[config.mk]
export PLATFORM = sky130hd
export DESIGN_NAME = video_timing
export DESIGN_NICKNAME = d
export VERILOG_FILES = /design/src/logic/scroll_pkg.sv /design/src/logic/video_timing.sv
export SDC_FILE = /design/constraint.sdc
export NUM_CORES = 1
export LEC_CHECK = 0
export ABC_AREA = 1
export BUFFER_PORTS_ARGS = -buffer_cell sky130_fd_sc_hd__buf_2
export CORE_MARGIN = 1.5
export CORE_UTILIZATION = 49
export DETAILED_ROUTE_END_ITERATION = 10
export PLACE_DENSITY = 0.74
export SYNTH_ARGS = -nofsm -noshare
export SYNTH_HDL_FRONTEND = slang
export SYNTH_SLANG_ARGS = --single-unit
export TNS_END_PERCENT = 50
[constraint.sdc]
create_clock -name clk -period 1.39 [get_ports clk]
set_input_delay 0.278 -clock clk [delete_from_list [all_inputs] [get_ports clk]]
set_output_delay 0.278 -clock clk [all_outputs]
set_load 0.1 [all_outputs]
[src/logic/scroll_pkg.sv]
package scroll_pkg;

    // screen geometry
    localparam int tile_cols = 32;
    localparam int tile_rows = 32;
    localparam int h_total = 384;   // pixel clocks per line
    localparam int h_visible = 256;
    localparam int v_total = 264;   // lines per frame
    localparam int v_visible = 224;

    localparam int fixed_cols = 4;     // status area columns, never scrolled
    localparam int rom_wait_max = 3;   // pixel enables allowed for rom_ok

    // tile fetch FSM states
    localparam logic [2:0] st_idle = 3'd0;
    localparam logic [2:0] st_read = 3'd1;
    localparam logic [2:0] st_request = 3'd2;
    localparam logic [2:0] st_wait = 3'd3;
    localparam logic [2:0] st_load = 3'd4;

    typedef struct packed {
        logic [1:0] code_hi;
        logic       vflip;
        logic       hflip;
        logic [3:0] pal;
    } kicker_attr_t;

    // yie board has no palette bits in the attribute
    typedef struct packed {
        logic       hflip;
        logic       vflip;
        logic       spare_a;
        logic       code_hi;
        logic [3:0] spare_b;
    } yie_attr_t;

    typedef union packed {
        kicker_attr_t kicker;
        yie_attr_t    yie;
    } tile_attr_t;

endpackage

[src/logic/video_timing.sv]
module video_timing (
    input  logic       clk,
    input  logic       rst,
    output logic       pxl_cen,
    output logic [8:0] hdump,
    output logic [7:0] vdump,
    output logic       lhbl,
    output logic       lvbl
);

    logic [8:0] vcnt;     // full line count, vdump is its low byte
    logic [8:0] h_next;
    logic [8:0] v_next;
    logic       h_wrap;

    assign vdump = vcnt[7:0];
    assign h_wrap = hdump == 9'(scroll_pkg::h_total - 1);

    always_comb begin
        h_next = h_wrap ? 9'd0 : hdump + 9'd1;
        v_next = vcnt;
        if (h_wrap) begin
            // new line
            if (vcnt == 9'(scroll_pkg::v_total - 1)) begin
                v_next = 9'd0;
            end else begin
                v_next = vcnt + 9'd1;
            end
        end
    end

    always_ff @(posedge clk, posedge rst) begin
        if (rst) begin
            pxl_cen <= 1'b0;
            hdump   <= 9'd0;
            vcnt    <= 9'd0;
            lhbl    <= 1'b0;
            lvbl    <= 1'b0;
        end else begin
            pxl_cen <= ~pxl_cen;  // half of clk
            if (pxl_cen) begin
                hdump <= h_next;
                vcnt  <= v_next;
                // blanking follows the position it is registered with
                lhbl  <= h_next < 9'(scroll_pkg::h_visible);
                lvbl  <= v_next < 9'(scroll_pkg::v_visible);
            end
        end
    end

endmodule

==> flow_metrics.tcl <==
set metrics [dict create \
    status "finished with violations" \
    failed_checks "setup timing" \
    worst_slack_ns -0.195 \
    area_growth_syn_to_layout_pct 62.1 \
    initial_core_util_pct 53.4 \
    grt_pass1_wl_mm 5.53 \
    drt_iter0_markers 61 \
    die_area_sq_mm 0.00281 \
    final_core_util_pct 86.5 \
    io_pins 22 \
    synth.yosys.seq_area_share_pct 42.9 \
    yosysWarnings 0 \
    maxCapViolations 0 \
    highest_layer "met4" \
    wirelength_mm 3.59 \
    ant_nets 0 \
    pre_cts_slack_ns -0.0805 \
    htree_levels 1 \
    setup_violations 21 \
    critPathLaunchType "register" \
    power_switching_w 0.000211 \
    hpwl_mm 2.38 \
    reg2reg_slack_ns -0.20 \
    grt_pass1_vias 1192 \
    switching_share_pct 22.4 \
    min-delay-start "lvbl" \
    track_usage_pct 28.3 \
    critPathLaunch "hdump[0]" \
    power_leakage_nw 0.949 \
    num_vias 1292 \
    cellPowerDensity_mw_per_mm2 472 \
    grt-ovfl-total 0 \
    cp.arrival_ns 1.83 \
    tightest_slew_ns 0.357 \
    hold_viol 0 \
    cts_root_buffer "clkbuf_4" \
    cts_buffer_depth 2 \
    path_max_fanout 5 \
    nets 214 \
    wl_per_cell_um 15.2 \
    met3_length_um 218 \
    yosys.area.top_type "dfrtp_1" \
    antenna_cells 0 \
    clkPwrFrac_pct 33.0 \
    yosys-top-cells-area "dfrtp_1, nand2_1, inv_1" \
    cp-end-kind "register" \
    met2_length_mm 1.93 \
    syn_inst 160 \
    r2r-start "hdump[0]" \
    core_area_sq_mm 0.00230 \
    fmax_mhz 631 \
    fillers 117 \
    via_per_inst 5.45 \
    finalCritPeriodShare_pct 114 \
    relSlewSlack_pct 76.1 \
    drcViolationCount 0 \
    cts_tree "done" \
    routedLengthMet1_mm 1.36 \
    seq_power_share_pct 65.1 \
    rsz0062_at_grt "yes" \
    drive_gt1_share_pct 48.8 \
    routabilityCongestion 0.900 \
    clock_skew_ns 0.00850 \
    period_minus_slack_ns 1.59 \
    synth_top_area_share_pct 42.9 \
    post_synth.cell_area_avg_sq_um 7.66 \
    dieWidth_um 53.0 \
    antenna_found_initial 0 \
    report.final.slew_viol_count 0 \
    worstPathRequired_ns 1.64 \
    path_clk_slew_ns 0.13 \
    clk_latency_ns 0.31 \
    synthesis.area_sq_mm 0.00123 \
    grt_max_degree 22 \
    min_path_type "reg -> reg" \
    numCtsBuffers 3 \
    cts.sinks 21 \
    die_h_um 53.0 \
    pwr-share-comb_pct 1.9 \
    internal-power_w 0.000728 \
    syn_nets 164 \
    ys_ff_latch 21 \
    rows 17 \
    crit_type "reg -> reg" \
    fin_hold_ws_ns 0.519 \
    dr.pass1.iters 4 \
    port_buffers 21 \
    peakVddDrop_uv 535 \
    ys_types 26 \
]
-- critical path, cell delays in order, from the launching register on --
cell and delay [ns]:
dfrtp_4 0.45, ha_4 0.15, nand2_4 0.06, nor2_4 0.09, nand2_2 0.08, nor2_4 0.13, nand2_4 0.11, buf_4 0.16
o21ai_2 0.11, inv_1 0.07, nor3_2 0.10
-- timing repair --
item	CTS	global route
pin swaps	2	7
gates resized for setup	18	18
hold buffers	1	0
setup buffers	4	5
endpoints found under the hold margin	21	0
endpoints found under the setup margin	21	24
-- registers in the layout (all words and copies together) (netlist names) --
signal and flops:
lvbl 1, pxl_cen 1, hdump 9, lhbl 1, vcnt 9
-- kinds of logic (layout without fill, tap and decap cells) --
logic type / count (synthesis) / in the layout / share of synthesized area [%]
and+or+nand+nor: 82 / 82 / 31.5
buffers and inverters: 32 / 81 / 12.4
DFF: 21 / 21 / 42.9
AOI/OAI and AO/OA: 20 / 20 / 8.98
xor gates and xnor gates: 3 / 3 / 2.14
adders and majority gates: 2 / 2 / 2.04
-- worst paths after layout --
kind	depth (start not counted)	end
setup / recovery	10	vcnt[3]
hold / removal	2	lvbl
setup reg to reg	10	vcnt[3]
hold reg to reg	2	lvbl
max in group asynchronous	4	hdump[2]
min in group asynchronous	4	hdump[1]
-- layout make-up --
cell class	instances	area [sq um]	share of cell area [%]
clock buffer	4	26.3	1.32
inverter	22	87.6	4.41
tap	28	35.0	1.76
multi-input combinational	107	649	32.7
timing repair buffer	55	642	32.3
sequential	21	548	27.6
-- per-layer routing --
layer | GRT usage (%) | up-vias
li1 | - | 600
met1 | 34.2 | 617
met2 | 50.2 | 66
met3 | 3.67 | 9
met4 | 11.5 | 0
met5 | 0 | -
-- layout by cell type (no fill, tap or decap), drive strengths merged --
| master | count |
|---|---|
| xor2 | 3 |
| nand3b | 1 |
| buf | 54 |
| clkbuf | 4 |
| dfrtp | 21 |
| nand3 | 13 |
| nor2 | 17 |
| inv | 22 |
| dlygate4sd3 | 1 |
| a21oi | 8 |
| o21ai | 10 |
| a31o | 1 |
| nor3b | 2 |
| nand2 | 45 |
| ha | 2 |
| nand4 | 1 |
| o21bai | 1 |
| nor3 | 3 |
-- through the flow --
step           cell area [sq um]  total power [W]  TNS (ns)  cells
2_1_floorplan               1280         0.000632     -2.98    160
3_3_place_gp                1770         0.000639   -0.0606    223
3_5_place_dp                1770         0.000639    -0.515    223
4_1_cts                     1890         0.000943    -0.752    232
5_1_grt                     1990         0.000971     -2.48    237
6_report                    1990         0.000938     -1.25    237
-- power groups by stage --
stage	clock network [W]	registers (W)	logic, W
3_3_place_gp	0	0.000623	0.0000162
6_report	0.000310	0.000610	0.0000180
2_1_floorplan	0	0.000623	0.00000912
3_5_place_dp	0	0.000623	0.0000163
4_1_cts	0.000314	0.000610	0.0000184
5_1_grt	0.000339	0.000611	0.0000215
-- synth_stat cells, drive strengths merged --
master  instances
nor3            3
xor2            3
nand3b          1
inv            21
buf             8
nand3          13
nor3b           2
o21ai          10
nor2           17
a31o            1
ha              2
a21oi           8
clkbuf          2
nand2          45
dfrtp          21
nand4           1
clkinv          1
o21bai          1
Power figures use the tool's default switching activity.
