File: src/logic/palette_prom.sv
module palette_prom (
    input  logic       clk,
    input  logic       pxl_cen,
    input  logic       prog_en,
    input  logic [7:0] prog_addr,
    input  logic [3:0] prog_data,
    input  logic [7:0] rd_addr,
    output logic [3:0] pxl
);

    logic [3:0] mem [256];

    always_ff @(posedge clk) begin
        if (prog_en) begin
            mem[prog_addr] <= prog_data;
        end
    end

    // read side runs at pixel rate
    always_ff @(posedge clk) begin
        if (pxl_cen) begin
            pxl <= mem[rd_addr];
        end
    end

endmodule

File: config.mk
export PLATFORM = sky130hd
export DESIGN_NAME = palette_prom
export DESIGN_NICKNAME = d
export VERILOG_FILES = /design/src/logic/palette_prom.sv
export SDC_FILE = /design/constraint.sdc
export NUM_CORES = 1
export LEC_CHECK = 0
export CAP_MARGIN = 20
export CORE_ASPECT_RATIO = 2
export CORE_UTILIZATION = 63
export CTS_CLUSTER_DIAMETER = 30
export DETAILED_ROUTE_END_ITERATION = 10
export DONT_BUFFER_PORTS = 1
export PLACE_DENSITY_LB_ADDON = 0.12
export SLEW_MARGIN = 10
export SYNTH_ARGS = -nofsm -noshare
export SYNTH_HDL_FRONTEND = slang
export SYNTH_SLANG_ARGS = --single-unit
export TNS_END_PERCENT = 20
File: constraint.sdc
create_clock -name clk -period 2.85 [get_ports clk]
set_input_delay 0.57 -clock clk [delete_from_list [all_inputs] [get_ports clk]]
set_output_delay 0.57 -clock clk [all_outputs]
set_load 0.05 [all_outputs]
==> run metrics, run 1 <==
largest net degree at the start of global routing 276; DP HPWL 56.2 mm; Synth Cell Area 0.0407 mm2; DRC 0; CP cell instances mux4_2 -> nor2b_1 -> a211oi_1 -> a2111oi_0 -> nor4_1 -> o211ai_1; Top FF cell, synth edfxtp_1; post-synthesis cell count 2,051; routed wire length 94.7 mm; Bufs on Longest Clock Path 3; power per cell area 706 mW/mm2; vias in the first global route 21,300; syn nets 2,074; CP top delay family simple AND/OR/NAND/NOR gates; total global routing overflow 0; first-pass GRT wire length 139 mm; row count 131; Die X 182 um; syn_area_per_cell 19.9 um2; post-synth cell types 41; port bufs 0; initial antenna violation count 1; number of fill cells 3,768; H-Tree Depth 3; kind of critical path flip-flop to flip-flop; CP Launch Type flip-flop; count leader, synth edfxtp_1; peak supply drop 0.000670 V; Tcrit/Tclk final 94.4%; status finished clean; crit path DAT 3.09 ns; wire length per cell 31.6 um; share of cells above drive strength 1 23.2%; I/O pins 27; DP Worst Slack -0.282 ns; WP data required 3.25 ns; register bit total from synthesis 1,028; DR vias/cell 6.72; gr usage total 30.2%; synth-to-layout area growth 11.3%; worst clock skew 0.0242 ns; Slew @ Worst Pin 1.21 ns; sequential area share after synthesis 75.8%; drt pass-1 iters 5; CTS tree yes; CTS Buf Count 109; Worst Setup Slack, final 0.160 ns; Placed Area 0.0415 mm2; final setup violating endpoints 0; Synth area leader edfxtp_1; delay of the slowest critical-path stage 0.77 ns; Die ar. 0.0657 mm2; CP endpoint kind flip-flop; Async SR Flop Fraction 0%; DR iter-0 viols 2,227; Final Util 71.1%; RePlAce Congestion 0.867; Post-synth EDFFs 1,028; ranking of synthesized cells by area edfxtp_1 76%, mux4_2 14%, nor2_1 2.5%, mux2i_1 1.6%, clkbuf_1 0.63%; height of the die 362 um; initial core utilization 63.9%; Root Buffer clkbuf_16; RSZ-0062 raised after global routing false; vias post-DR 20,100; Hold WC Path Type input pin to flip-flop; crit path max fanout 1; fmax 372 MHz; fin nets 2,126; final instance area 0.0453 mm2; share of Yosys cell area claimed by the top area cell type 75.8%; total power 32,000 uW; max_cap viols 0; Ys Warns 0; core box area 0.0638 mm2; worst skew pair latency 0.69 ns; Clock transition at path regs 0.06 ns; CP max-delay cell nor4_1; post-layout min period 2.69 ns; Rel. slew slack 18.2%; leakage power 0.0140 uW; commonest cells in the synthesized netlist 1,028 x edfxtp_1, 275 x nor2_1, 250 x mux4_2; Final Max Slew Viols 0; CP bufs+invs 0; final hold violation count 0; Multi-input gate area 0.00916 mm2; Routed Antenna Nets 0; clock sinks 1,028; Sequential Area 0.0309 mm2
## through the flow
| step | instances | setup TNS, ns | hold slack [ns] |
|---|---|---|---|
| after global placement | 2779 | -0.405 | 0.687 |
| final | 2997 | 0 | 0.0702 |
| after detailed placement | 2779 | -0.512 | 0.687 |
| after floorplan | 2051 | 0 | 0.669 |
| after CTS | 2996 | 0 | 0.00663 |
| after global routing | 2996 | 0 | 0.0244 |
## where the power goes
group / total [uW] / internal (uW) / leakage (uW) / switching (uW)
clock network: 14300 / 8110 / 0.00180 / 6150
registers: 16700 / 16700 / 0.00924 / 46.0
logic: 1010 / 504 / 0.00298 / 507
## layout make-up
type / instances / area share (%)
diodes: 1 / 0.00552
clock buffers: 120 / 6.25
clock inverters: 86 / 1.89
inverters: 2 / 0.0166
multi-input cells: 893 / 20.2
flip-flops and latches: 1028 / 68.1
well taps: 798 / 2.20
repair buffers: 69 / 1.35
## final timing paths
path | startpoint | endpoint | slack [ns] | cells past startpoint
setup / recovery | mem[163][0] | pxl[0] | 0.16 | 6
hold / removal | prog_data[2] | mem[61][2] | 0.07 | 0
setup reg to reg | mem[163][0] | pxl[0] | 0.16 | 6
hold reg to reg | mem[100][1] | pxl[1] | 1.02 | 5
## registers in the layout (all words and copies together) (netlist names)
register and count:
mem 1024, pxl 4
## cells by family (layout without fill, tap and decap cells)
group | after synthesis | in the layout | share of synthesized area, %
compound gates | 125 | 125 | 2.15
buf+inv | 130 | 277 | 1.71
flops | 1028 | 1028 | 75.8
mux | 321 | 321 | 15.6
other cells | 0 | 1 | 0
simple gates | 447 | 447 | 4.73
## routing by layer
layer	vias to the layer above	track usage, %	share of wire, %
met3	231	4.85	7.3
met2	939	55.0	55
met5	-	0	0
met1	10500	33.8	32
met4	0	15.8	5.3
li1	8496	-	-
## cell usage in the layout, fill, tap and decap left out, types with 13 or more instances in the layout
cell / count
a21oi_1: 13
nand3_1: 39
edfxtp_1: 1028
buf_4: 57
mux4_2: 250
nor2b_1: 26
nor2_1: 275
a22oi_1: 32
nand4_1: 15
inv_6: 27
nand2_1: 55
clkbuf_16: 112
clkinv_4: 15
o21ai_0: 16
o211ai_1: 13
mux2i_1: 65
## what timing repair did
| item | in CTS | in global routing |
|---|---|---|
| setup endpoints to repair | 0 | 1 |
| hold endpoints to repair | 171 | 0 |
| gates resized for setup | 0 | 1 |
| hold buffers | 11 | 0 |
| buffers inserted | 0 | 0 |
Note: power is estimated with default switching activity, not from simulation.
==> run 2: changes to the inputs <==
CORE_ASPECT_RATIO = not set   (was 2)
==> run metrics, run 2 (synthesis gave the netlist of run 1 again) <==
crit path max fanout 275 (+274); height of the die 256 um (-29%); switching pwr 8100 uW (+21%); largest net degree at the start of global routing 276 (unchanged); first-pass GRT wire length 143 mm (+2.7%); gr usage total 30.4% (+0.22 points); fmax 404 MHz (+8.8%); initial antenna violation count 1 (unchanged); Die ar. 0.0656 mm2 (about the same); Die X 256 um (+41%); kind of critical path input pin to flip-flop; number of fill cells 3,464 (-8.1%); Bufs on Longest Clock Path 3 (unchanged); CTS tree yes; Root Buffer clkbuf_16; max_cap viols 0 (unchanged); DP HPWL 50.8 mm (-9.6%); max reg flops 1,024 (unchanged); Clock power frac 52.8% (+8.2 points); crit path DAT 2.93 ns (-0.16 ns); fin nets 2,188 (+2.9%); worst skew pair latency 0.73 ns (+0.04 ns); met1 Use GR 42.1% (+8.2 points); most common cell after layout, fill and taps aside edfxtp_1; final hold violation count 0 (unchanged); Multi-input gate area 0.00915 mm2 (about the same); global route hottest layer met2; leakage power 0.0150 uW (+7.0%); share of cells above drive strength 1 25.9% (+2.7 points); Tcrit/Tclk final 86.7% (-7.7 points); clock sinks 1,028 (unchanged); peak supply drop 0.000821 V (+23%); Rel. slew slack 24.8% (+6.6 points); power per cell area 798 mW/mm2 (+13%); WP data required 3.31 ns (+0.06 ns); I/O pins 27 (unchanged); core box area 0.0634 mm2 (-0.52%); H-Tree Depth 4 (+1); Top reg by flops mem; cell-internal power 29,800 uW (+18%); total global routing overflow 0 (unchanged); Hold WS 0.0634 ns (-0.00685 ns); post_cts resized 0 (unchanged); row count 92 (-30%); Final Max Slew Viols 0 (unchanged); Clock transition at path regs 0.06 ns (about the same); ant diodes 0 (-1); Final Util 74.9% (+3.8 points); worst clock skew 0.0248 ns (+0.000575 ns); DR vias/cell 6.64 (-1.2%); Sequential Area 0.0309 mm2 (unchanged); hold_buf cts 11 (unchanged); met3 usage 7.59% (+2.7 points); Regs by FF count mem: 1024 flops, pxl: 4 flops; global routing met2 resource utilization 47.1% (-7.9 points); RSZ-0062 raised after global routing false; CP Launch Type input pin; vias in the first global route 21,800 (+2.3%); port bufs 0 (unchanged); CP endpoint kind flip-flop; routed wire length 96.2 mm (+1.6%); status finished clean; final instance area 0.0475 mm2 (+4.7%); Hold WC Path Type input pin to flip-flop; synth-to-layout area growth 16.6%; vias post-DR 20,900 (+3.9%); sequential power share 44.2% (-8.1 points); DR iter-0 viols 2,417 (+8.5%); drt pass-1 iters 5 (unchanged); DRC 0 (unchanged); Placed Area 0.0416 mm2 (+0.23%); Slew @ Worst Pin 1.13 ns (-0.0895 ns); Routed Antenna Nets 0 (unchanged); wire length per cell 30.5 um (-3.4%); switching share of power 21.4% (+0.42 points); initial core utilization 64.2% (+0.34 points); post-layout min period 2.47 ns (-0.218 ns); RePlAce Congestion 0.836 (-3.6%); Logic pwr share 3.0% (-0.2 points); total power 37,900 uW (+18%); most frequent cells in the layout 1,028 x edfxtp_1, 275 x nor2_1, 250 x mux4_2; post-CTS setup buffers 0 (unchanged); CTS Buf Count 166 (+52%); final setup violating endpoints 0 (unchanged)
-- run 2: worst paths after layout --
| check | from | to | slack, ns | cells past startpoint |
|---|---|---|---|---|
| worst max register to register | mem[43][3] | pxl[3] | 0.41 | 6 |
| worst min register to register | mem[68][0] | pxl[0] | 0.98 | 6 |
| worst max-delay path | rd_addr[0] | pxl[2] | 0.38 | 7 |
| worst min-delay path | prog_data[2] | mem[55][2] | 0.06 | 0 |
-- run 2: worst max-delay path, cell delays in order --
cell       delay [ns]
mux4_2           0.71
nor2b_1          0.14
a211oi_1         0.21
a2111oi_0        0.14
buf_4            0.19
nor4_1           0.46
o211ai_1         0.14
-- run 2: final cells by class --
| cell class | count | area share, % |
|---|---|---|
| inverters | 2 | 0.0158 |
| clock buffers | 188 | 9.01 |
| flip-flops and latches | 1028 | 65.0 |
| multi-input cells | 893 | 19.3 |
| clock inverters | 120 | 2.89 |
| repair buffers | 74 | 1.57 |
| well taps | 846 | 2.23 |
-- run 2: routing by layer --
metal / share of wire [%] / routed length (um)
met1: 38 / 36400
met2: 49 / 47000
met3: 9.8 / 9400
met4: 3.6 / 3430
met5: 0 / 0
-- run 2: power by group through the flow --
| stage | sequential [uW] | combinational (uW) | clock, uW |
|---|---|---|---|
| 2_1_floorplan | 17000 | 856 | 0 |
| 3_3_place_gp | 17000 | 885 | 0 |
| 3_5_place_dp | 17000 | 892 | 0 |
| 4_1_cts | 16700 | 1120 | 20200 |
| 5_1_grt | 16700 | 1210 | 20800 |
| 6_report | 16700 | 1150 | 20000 |
-- run 2: metrics by stage --
step | setup slack (ns) | cells | TNS (ns)
floorplan | 0.214 | 2051 | 0
detailed placement | -0.0150 | 2830 | -0.0150
CTS | 0.423 | 3149 | 0
global route | 0.342 | 3151 | 0
finish | 0.378 | 3151 | 0
global placement | 0.0309 | 2830 | 0
