$ cat config.mk
export PLATFORM = sky130hd
export DESIGN_NAME = pixel_shifter
export DESIGN_NICKNAME = d
export VERILOG_FILES = /design/src/logic/pixel_shifter.sv
export SDC_FILE = /design/constraint.sdc
export NUM_CORES = 1
export LEC_CHECK = 0
export ABC_AREA = 1
export CAP_MARGIN = 20
export CORE_UTILIZATION = 50
export CTS_CLUSTER_SIZE = 40
export DETAILED_ROUTE_END_ITERATION = 10
export DONT_BUFFER_PORTS = 1
export PLACE_DENSITY = 0.66
export REMOVE_ABC_BUFFERS = 1
export SLEW_MARGIN = 0
export SYNTH_ARGS = -nofsm -noshare
export SYNTH_HDL_FRONTEND = slang
export SYNTH_SLANG_ARGS = --single-unit
$ cat constraint.sdc
create_clock -name clk -period 1.02 [get_ports clk]
set_input_delay 0.102 -clock clk [delete_from_list [all_inputs] [get_ports clk]]
set_output_delay 0.102 -clock clk [all_outputs]
set_load 0.02 [all_outputs]
$ cat src/logic/pixel_shifter.sv
module pixel_shifter (
    input  logic        clk,
    input  logic        rst,
    input  logic        pxl_cen,
    input  logic        load,
    input  logic        blank,
    input  logic        hflip,
    input  logic [3:0]  pal,
    input  logic [31:0] rom_data,
    output logic [7:0]  pal_addr
);

    logic [31:0] ordered;
    logic [31:0] sr;
    logic [3:0]  pal_q;
    logic [3:0]  nibble;
    logic        hflip_q;
    logic        blank_q;

    // position 0 goes to the top nibble
    always_comb begin
        for (int k = 0; k < 8; k++) begin
            ordered[28 - 4 * k +: 4] = rom_data[4 * k +: 4];
        end
    end

    assign nibble = hflip_q ? sr[3:0] : sr[31:28];  // flipped tiles start at position 7
    assign pal_addr = blank_q ? 8'd0 : {pal_q, nibble};

    always_ff @(posedge clk) begin
        if (pxl_cen) begin
            if (load) begin
                sr    <= ordered;
                pal_q <= pal;
            end else begin
                sr <= hflip_q ? sr >> 4 : sr << 4;
            end
        end
    end

    always_ff @(posedge clk, posedge rst) begin
        if (rst) begin
            hflip_q <= 1'b0;
            blank_q <= 1'b0;
        end else if (pxl_cen && load) begin
            hflip_q <= hflip;
            blank_q <= blank;  // held for the whole tile
        end
    end

endmodule

==> results of run 1 <==
## per-stage QoR
stage	instances	worst slack (ps)
final	275	-254.0
after global routing	275	-304.3
after CTS	275	-260.4
after detailed placement	255	-213.1
after global placement	255	-177.6
after floorplan	191	-478.0
## worst max-delay path, cell delays in order (launching register included)
cell and delay [ps]:
dfrtp_2 450, inv_2 100, nor2_1 40, nor2_1 120
buf_4 160
## cell usage in the layout, fill, tap and decap left out
| cell type | count |
|---|---|
| buf_12 | 1 |
| buf_4 | 12 |
| buf_6 | 5 |
| clkbuf_1 | 3 |
| clkbuf_8 | 5 |
| dfrtp_1 | 1 |
| dfrtp_2 | 1 |
| dlygate4sd3_1 | 10 |
| edfxtp_1 | 36 |
| inv_1 | 6 |
| inv_2 | 2 |
| inv_4 | 1 |
| nand2_1 | 75 |
| nand3_1 | 52 |
| nor2_1 | 8 |
| nor2_4 | 4 |
| nor2_8 | 1 |
| o21ai_0 | 2 |
| o21ai_1 | 2 |
## flip-flops by register name, indices dropped and copies added (netlist names)
name	cells
sr	32
blank_q	1
pal_q	4
hflip_q	1
## logic make-up after synthesis
family / count (synthesis) / synth area share (%)
compound gates: 4 / 1.053
simple gates: 140 / 31.91
buf+inv: 21 / 7.566
flops: 38 / 59.47
## area by class of cell
class	count	area (um^2)	share of cell area, %
Inverter	9	36.28	1.626
Timing Repair Buffer	28	266.5	11.94
Multi-Input combinational cell	144	656.9	29.43
Tap cell	48	60.06	2.691
Clock buffer	8	80.08	3.587
Sequential cell	38	1132	50.73
## what timing repair did
item / 4_1_cts / 5_1_grt
endpoints found under the hold margin: 42 / 32
gates resized for setup: 16 / 2
endpoints found under the setup margin: 41 / 41
pin swaps: 6 / 1
buffers inserted: 2 / 0
## worst min path at each step
stage | start | cells after the start | end
6_report | pxl_cen | 0 | sr[7]
2_1_floorplan | rst | 1 | blank_q
4_1_cts | pxl_cen | 0 | sr[11]
3_3_place_gp | rst | 1 | blank_q
5_1_grt | pxl_cen | 0 | sr[7]
3_5_place_dp | rst | 1 | blank_q
## power by group
group | total, mW | internal, mW | switching (mW)
Clock | 0.971 | 0.485 | 0.486
Combinational | 0.637 | 0.290 | 0.348
Sequential | 1.97 | 1.89 | 0.0783
Total | 3.57 | 2.66 | 0.911
## layer usage
metal	GRT usage (%)	part of all wire [%]	up-vias
li1	-	-	732
met1	28.57	45	675
met2	32.05	49	55
met3	5.616	5.8	4
met4	6.818	0.92	0
met5	0	0	-
==> results.py, run 1 <==
metrics = {
    "run_status": {
        "status": "complete, but fails checks",
        "violations": "hold timing, setup timing",
    },
    "synthesis": {
        "yosysMostFrequentCell": "nand2_1",
        "synth-edff-count": 36,
        "yosys_warnings": 0,
        "synthArstFlopShare_pct": 5.263,
        "synthTopCellsByArea": "edfxtp_1 (57%), nand2_1 (15%), nand3_1 (14%)",
        "ys_top_cells_by_count": "nand2_1 (75), nand3_1 (52), edfxtp_1 (36)",
        "synth_cells": 203,
        "synth_seq_area_share_pct": 59.47,
        "yosys.area.top_type": "edfxtp_1",
        "synth_ff_type": "edfxtp_1",
        "synth_seq_cells": 38,
        "avgSynthCellArea_um2": 9.369,
        "yosysTopAreaCellShare_pct": 56.84,
        "syn-cell-area_um2": 1902,
        "ys_types": 13,
    },
    "timing": {
        "maxSlewViolCount": 0,
        "finalCritPeriodShare_pct": 124.9,
        "final-setup-viol-count": 39,
        "fin_skew_ps": 2.539,
        "slew_headroom_pct": 82.13,
        "rsz0062_at_grt": "yes",
        "period_minus_slack_ps": 1274,
        "setup_tns_ps": -5972,
        "layout_setup_ws_ps": -254.0,
        "hold_violations": 32,
        "fmax_mhz": 784.9,
        "holdWs_ps": -77.47,
        "worst_pin_slew_ps": 268.0,
    },
    "clock_tree": {
        "clk_pin_slew_ps": 70,
        "clk_latency_ps": 280,
        "cts_made_buffers": 5,
        "clock_path_buffers": 2,
        "cts_max_level": 2,
        "cts_sinks": 38,
        "cts_tree": "yes",
        "ctsRootBufferMaster": "clkbuf_8",
        "holdBufCountCts": 10,
    },
    "floorplan": {
        "chipHeight_um": 63.68,
        "die-width_um": 63.68,
        "die_area_um2": 4055,
        "initial_core_util_pct": 51.95,
        "core_um2": 3661,
        "ioPinCount": 50,
        "rows": 22,
    },
    "grt": {
        "gr-usage-all-layers_pct": 20.89,
        "grt_pass1_wl_um": 6410,
        "antenna_found_initial": 0,
        "grt_pass1_vias": 1356,
        "grt-ovfl-total": 0,
        "grt_max_degree": 35,
    },
    "worst_setup_path": {
        "r2r_setup_slack_ps": -190,
        "reg2reg_from": "hflip_q",
        "criticalPathCategory": "reg2out",
        "reg2reg_depth": 4,
        "critPathMaxFanout": 8,
        "worstPathArrival_ps": 1170,
        "r2r-end": "sr[23]",
        "crit_end": "pal_addr[2]",
        "startpoint_type": "register",
        "worstSetupEndpointType": "output pin",
        "required_ps": 920,
        "crit_path_start": "hflip_q",
    },
    "place": {
        "place_area_um2": 1987,
        "port_buffers": 0,
        "routabilityCongestion": 0.7812,
        "place.detailed.hpwl_um": 2540,
    },
    "detailed_routing": {
        "dr.pass1.iters": 4,
        "post_drt_wl_per_cell_um": 14.29,
        "wirelength_um": 3930,
        "ant_nets": 0,
        "num_vias": 1466,
        "drtIter0Drc": 138,
        "viasPerCell": 5.331,
        "drc": 0,
    },
    "hold_path": {
        "min_path_type": "in2reg",
    },
    "pwr": {
        "power_leakage_nw": 0.9404,
        "finalPower_mw": 3.573,
        "peakVddDrop_mv": 0.7931,
        "powerDensity_nw_per_um2": 1601,
    },
    "job": {
        "maxCapViolCount": 0,
    },
    "cells_and_area": {
        "nFillCells": 323,
        "fin_util_pct": 60.97,
        "final_area_um2": 2232,
        "diodes": 0,
        "drive_above_1_share_pct": 14.10,
        "syn_to_final_growth_pct": 17.37,
        "nNetsFinal": 268,
    },
}
No activity file was read; power rests on OpenSTA's default activity.
==> run 2, diff against run 1 <==
CORE_UTILIZATION = 55   (was 50)
PLACE_DENSITY = 0.71   (was 0.66)
==> results.py, run 2 (synthesized netlist as in run 1, its figures left out) <==
metrics = {
    "clock_tree": {
        "holdBufCountCts": 41,
        "clk_latency_ps": 360,
        "clock_path_buffers": 2,
        "cts_tree": "yes",
        "cts_sinks": 38,
        "cts_max_level": 2,
        "clk_pin_slew_ps": 120,
        "ctsRootBufferMaster": "clkbuf_4",
        "cts_made_buffers": 5,
    },
    "floorplan": {
        "initial_core_util_pct": 59.84,
        "ioPinCount": 50,
        "die_area_um2": 3697,
        "core_um2": 3178,
        "rows": 20,
        "chipHeight_um": 60.81,
        "die-width_um": 60.81,
    },
    "cells_and_area": {
        "final_cell_mix": "nand2_1 (75), nand3_1 (52), dlygate4sd3_1 (40)",
        "drive_above_1_share_pct": 13.13,
        "largest_reg_flops": 32,
        "fin_util_pct": 81.22,
        "syn_to_final_growth_pct": 35.72,
        "nFillCells": 202,
        "multi_input_area_um2": 656.9,
        "diodes": 0,
        "nNetsFinal": 300,
        "layout_commonest_cell": "nand2_1",
        "seqCellArea_um2": 1132,
        "final_area_um2": 2581,
        "reg_top3": "sr x32, pal_q x4",
        "top_register": "sr",
    },
    "grt": {
        "grt_max_degree": 34,
        "antenna_found_initial": 0,
        "gr-usage-all-layers_pct": 29.54,
        "grt_pass1_vias": 1695,
        "grt_pass1_wl_um": 7493,
        "grt-ovfl-total": 0,
    },
    "worst_setup_path": {
        "reg2reg_from": "hflip_q",
        "criticalPathCategory": "reg2out",
        "crit_path_start": "hflip_q",
        "startpoint_type": "register",
        "worstPathArrival_ps": 1270,
        "worstSetupEndpointType": "output pin",
        "required_ps": 920,
        "critPathMaxFanout": 8,
    },
    "timing": {
        "finalCritPeriodShare_pct": 134.2,
        "fin_skew_ps": 10.54,
        "final-setup-viol-count": 41,
        "maxSlewViolCount": 0,
        "fmax_mhz": 730.3,
        "worst_pin_slew_ps": 783.5,
        "layout_setup_ws_ps": -349.3,
        "slew_headroom_pct": 47.77,
        "rsz0062_at_grt": "yes",
        "setup_tns_ps": -10420,
        "hold_violations": 32,
        "period_minus_slack_ps": 1369,
        "holdWs_ps": -151.7,
    },
    "place": {
        "port_buffers": 0,
        "place_area_um2": 1979,
        "place.detailed.hpwl_um": 2526,
        "routabilityCongestion": 0.7972,
    },
    "detailed_routing": {
        "wirelength_um": 4774,
        "dr.pass1.iters": 4,
        "drc": 0,
        "ant_nets": 0,
        "drtIter0Drc": 172,
        "num_vias": 1678,
        "post_drt_wl_per_cell_um": 15.76,
        "viasPerCell": 5.538,
    },
    "hold_path": {
        "hold_start": "pxl_cen",
        "min_path_type": "in2reg",
    },
    "job": {
        "maxCapViolCount": 0,
    },
    "run_status": {
        "status": "complete, but fails checks",
        "violations": "hold timing, setup timing",
    },
    "pwr": {
        "finalPower_mw": 3.564,
        "powerDensity_nw_per_um2": 1381,
        "peakVddDrop_mv": 1.094,
        "power_leakage_nw": 1.082,
    },
}
-- run 2: changes by cell type in the layout (fill, tap and decap cells not counted), sizes merged --
cell	before	now
dlygate4sd3	10	40
clkbuf	8	6
clkinv	0	2
bufbuf	0	1
dlymetal6s4s	0	1
-- run 2: worst max-delay path, cell delays in order (launching register included) --
cell and delay (ps):
dfrtp_2 490, inv_4 100, nor2_1 40, nor2_1 120, buf_4 160
-- run 2: power breakdown --
group	leakage (nW)	internal [mW]	total [mW]	switching, mW
logic	0.672	0.420	0.824	0.403
registers	0.381	1.88	1.97	0.0864
clock network	0.0297	0.259	0.769	0.510
total	1.08	2.56	3.56	0.999
-- run 2: path summary, 6_finish.rpt --
kind	to	slack, ps	cells after the start
max in group asynchronous	hflip_q	870	2
min	sr[18]	-150	0
max	pal_addr[2]	-350	4
min in group asynchronous	hflip_q	20	2
max reg2reg	sr[26]	-350	6
min reg2reg	sr[29]	570	2
-- run 2: layout make-up --
type,instances,area share (%)
clock inverter,2,0.3393
timing repair buffer,60,25.11
multi-input combinational,144,25.45
tap,44,2.133
sequential,38,43.87
clock buffer,6,1.600
inverter,9,1.503
-- run 2: repair_timing --
action / 4_1_cts / 5_1_grt
pin swaps: 8 / 2
endpoints found under the setup margin: 40 / 41
endpoints found under the hold margin: 72 / 32
setup buffers: 2 / 1
gates resized for setup: 12 / 12
gates cloned: 2 / 0
-- run 2: through the flow --
stage,setup WS [ps],cells
3_5_place_dp,-161.8,249
6_report,-349.3,303
4_1_cts,-338.2,302
2_1_floorplan,-478.0,191
5_1_grt,-404.4,303
3_3_place_gp,-118.6,249
-- run 2: routing by layer --
layer	global-route usage [%]	wire length [um]	up-vias
met5	0	0	-
met4	17.86	102	0
met3	9.808	448	11
met2	49.92	2435	91
met1	32.25	1787	774
li1	-	-	802
==> run 3, diff against run 2 <==
ABC_AREA = default   (was 1)
CTS_BUF_LIST = sky130_fd_sc_hd__clkbuf_4   (was default)
==> results.py, run 3 <==
metrics = {
    "grt": {
        "grt_pass1_vias": 1370,
        "grt_max_degree": 61,
        "gr-usage-all-layers_pct": 24.61,
        "grt_pass1_wl_um": 6175,
        "grt-ovfl-total": 0,
        "antenna_found_initial": 0,
    },
    "cells_and_area": {
        "nNetsFinal": 243,
        "drive_above_1_share_pct": 20.79,
        "diodes": 0,
        "largest_reg_flops": 32,
        "syn_to_final_growth_pct": 35.45,
        "final_cell_mix": "edfxtp_1 (36), dlygate4sd3_1 (34), nand2_1 (26)",
        "top_register": "sr",
        "final_area_um2": 2562,
        "nFillCells": 189,
        "final_cells": 246,
        "reg_top3": "sr x32, pal_q x4",
        "layout_commonest_cell": "edfxtp_1",
    },
    "floorplan": {
        "initial_core_util_pct": 60.00,
        "die_area_um2": 3678,
        "rows": 20,
        "ioPinCount": 50,
        "core_um2": 3153,
        "die-width_um": 60.65,
        "chipHeight_um": 60.65,
    },
    "run_status": {
        "violations": "hold timing, setup timing",
        "status": "complete, but fails checks",
    },
    "detailed_routing": {
        "viasPerCell": 5.541,
        "drtIter0Drc": 78,
        "num_vias": 1363,
        "dr.pass1.iters": 4,
        "ant_nets": 0,
        "wirelength_um": 4538,
        "post_drt_wl_per_cell_um": 18.45,
        "drc": 0,
    },
    "worst_setup_path": {
        "criticalPathCategory": "reg2out",
        "worstPathArrival_ps": 1420,
        "critPathMaxFanout": 4,
        "cpPeakStageDelay_ps": 460,
        "path_cells": "buf_12 -> mux2i_1 -> nor2_1 -> buf_4",
        "r2r-end": "sr[0]",
        "reg2reg_depth": 4,
        "worstSetupEndpointType": "output pin",
        "required_ps": 920,
        "crit_slowest_cell": "dfrtp_2",
        "startpoint_type": "register",
        "r2r_setup_slack_ps": -410,
        "reg2reg_from": "hflip_q",
    },
    "place": {
        "routabilityCongestion": 0.7131,
        "port_buffers": 0,
        "dp.cells": 194,
        "place.detailed.hpwl_um": 2380,
        "place_area_um2": 1948,
        "pre_cts_slack_ps": -240.2,
    },
    "clock_tree": {
        "cts_made_buffers": 5,
        "clock_path_buffers": 2,
        "cts_sinks": 38,
        "clk_latency_ps": 350,
        "cts_max_level": 2,
        "clk_pin_slew_ps": 120,
        "cts_tree": "yes",
        "ctsRootBufferMaster": "clkbuf_4",
    },
    "synthesis": {
        "syn-cell-area_um2": 1892,
        "avgSynthCellArea_um2": 12.70,
        "synthArstFlopShare_pct": 5.263,
        "synth_seq_area_share_pct": 59.79,
        "yosysTopAreaCellShare_pct": 57.14,
        "yosys.area.top_type": "edfxtp_1",
        "synth_seq_cells": 38,
        "synth-edff-count": 36,
        "ys_types": 19,
        "yosys_warnings": 0,
        "synth_cells": 149,
        "ys_top_cells_by_count": "edfxtp_1 (36), mux2i_1 (28), nand2_1 (26)",
        "yosysMostFrequentCell": "edfxtp_1",
        "synthTopCellsByArea": "edfxtp_1 (57%), mux2i_1 (15%), o21ai_0 (5.3%)",
        "synth_ff_type": "edfxtp_1",
    },
    "timing": {
        "fin_skew_ps": 13.28,
        "rsz0062_at_grt": "yes",
        "layout_setup_ws_ps": -498.3,
        "holdWs_ps": -139.6,
        "fmax_mhz": 658.6,
        "setup_tns_ps": -11980,
        "maxSlewViolCount": 0,
        "worst_pin_slew_ps": 243.3,
        "slew_headroom_pct": 83.32,
        "finalCritPeriodShare_pct": 148.9,
        "hold_violations": 58,
        "final-setup-viol-count": 41,
        "period_minus_slack_ps": 1518,
    },
    "hold_path": {
        "hold_start": "pxl_cen",
        "min_to": "sr[27]",
        "holdPathStages": 0,
        "min_path_type": "in2reg",
    },
    "pwr": {
        "power_leakage_nw": 1.043,
        "peakVddDrop_mv": 1.048,
        "powerDensity_nw_per_um2": 1541,
        "finalPower_mw": 3.948,
    },
    "job": {
        "maxCapViolCount": 0,
    },
}
run 3: layout make-up:
| type | count | area, um^2 | area share (%) |
|---|---|---|---|
| Sequential cell | 38 | 1134 | 44.24 |
| Multi-Input combinational cell | 99 | 704.4 | 27.49 |
| Timing Repair Buffer | 55 | 584.3 | 22.80 |
| Tap cell | 44 | 55.05 | 2.148 |
| Clock inverter | 3 | 40.04 | 1.562 |
| Clock buffer | 5 | 37.54 | 1.465 |
| Inverter | 2 | 7.507 | 0.2930 |
run 3: logic make-up after synthesis:
logic type	Yosys count	synth area share, %
and+or+nand+nor	37	8.333
muxes	30	16.01
buffers and inverters	12	6.019
DFF	38	59.79
AOI/OAI and AO/OA	32	9.855
run 3: repair_timing:
| action | CTS | global route |
|---|---|---|
| setup buffers | 8 | 2 |
| endpoints found under the hold margin | 72 | 64 |
| resized for setup | 10 | 40 |
| pin swaps | 0 | 3 |
| setup endpoints to repair | 41 | 41 |
| hold buffers | 30 | 4 |
run 3: per-layer routing:
layer  global-route usage, %  up-vias  wire [um]
met1                   26.64      642       1799
met4                   11.04        0        110
met3                   8.316       12        250
li1                        -      649          -
met2                   43.64       60       2377
met5                       0        -          0
run 3: worst max-delay path by stage:
stage	startpoint	endpoint	slack (ps)	depth (start not counted)
CTS	hflip_q	pal_addr[2]	-420	4
floorplan	hflip_q	pal_addr[0]	-730	2
global route	hflip_q	pal_addr[3]	-540	4
detailed placement	hflip_q	sr[8]	-240	3
finish	hflip_q	pal_addr[3]	-500	4
global placement	hflip_q	sr[0]	-210	3
run 3: worst max-delay path, delay by kind of cell (launching register included):
family	cells	cell delay (ps)
muxes	1	230
and+or+nand+nor	1	80
DFF	1	460
buffers and inverters	2	300
run 3: through the flow:
step                      hold WS [ps]  utilization [%]
final                           -139.6            81.27
after global placement          -142.1            61.79
after global routing            -177.3            81.27
after CTS                       -160.8            76.35
after floorplan                 -156.8                -
after detailed placement        -148.0            61.79
run 3: report_power, final:
part           switching [mW]  total [mW]  internal, mW
clock                   0.501        1.01         0.508
combinational           0.395       0.956         0.561
sequential             0.0974        1.98          1.88
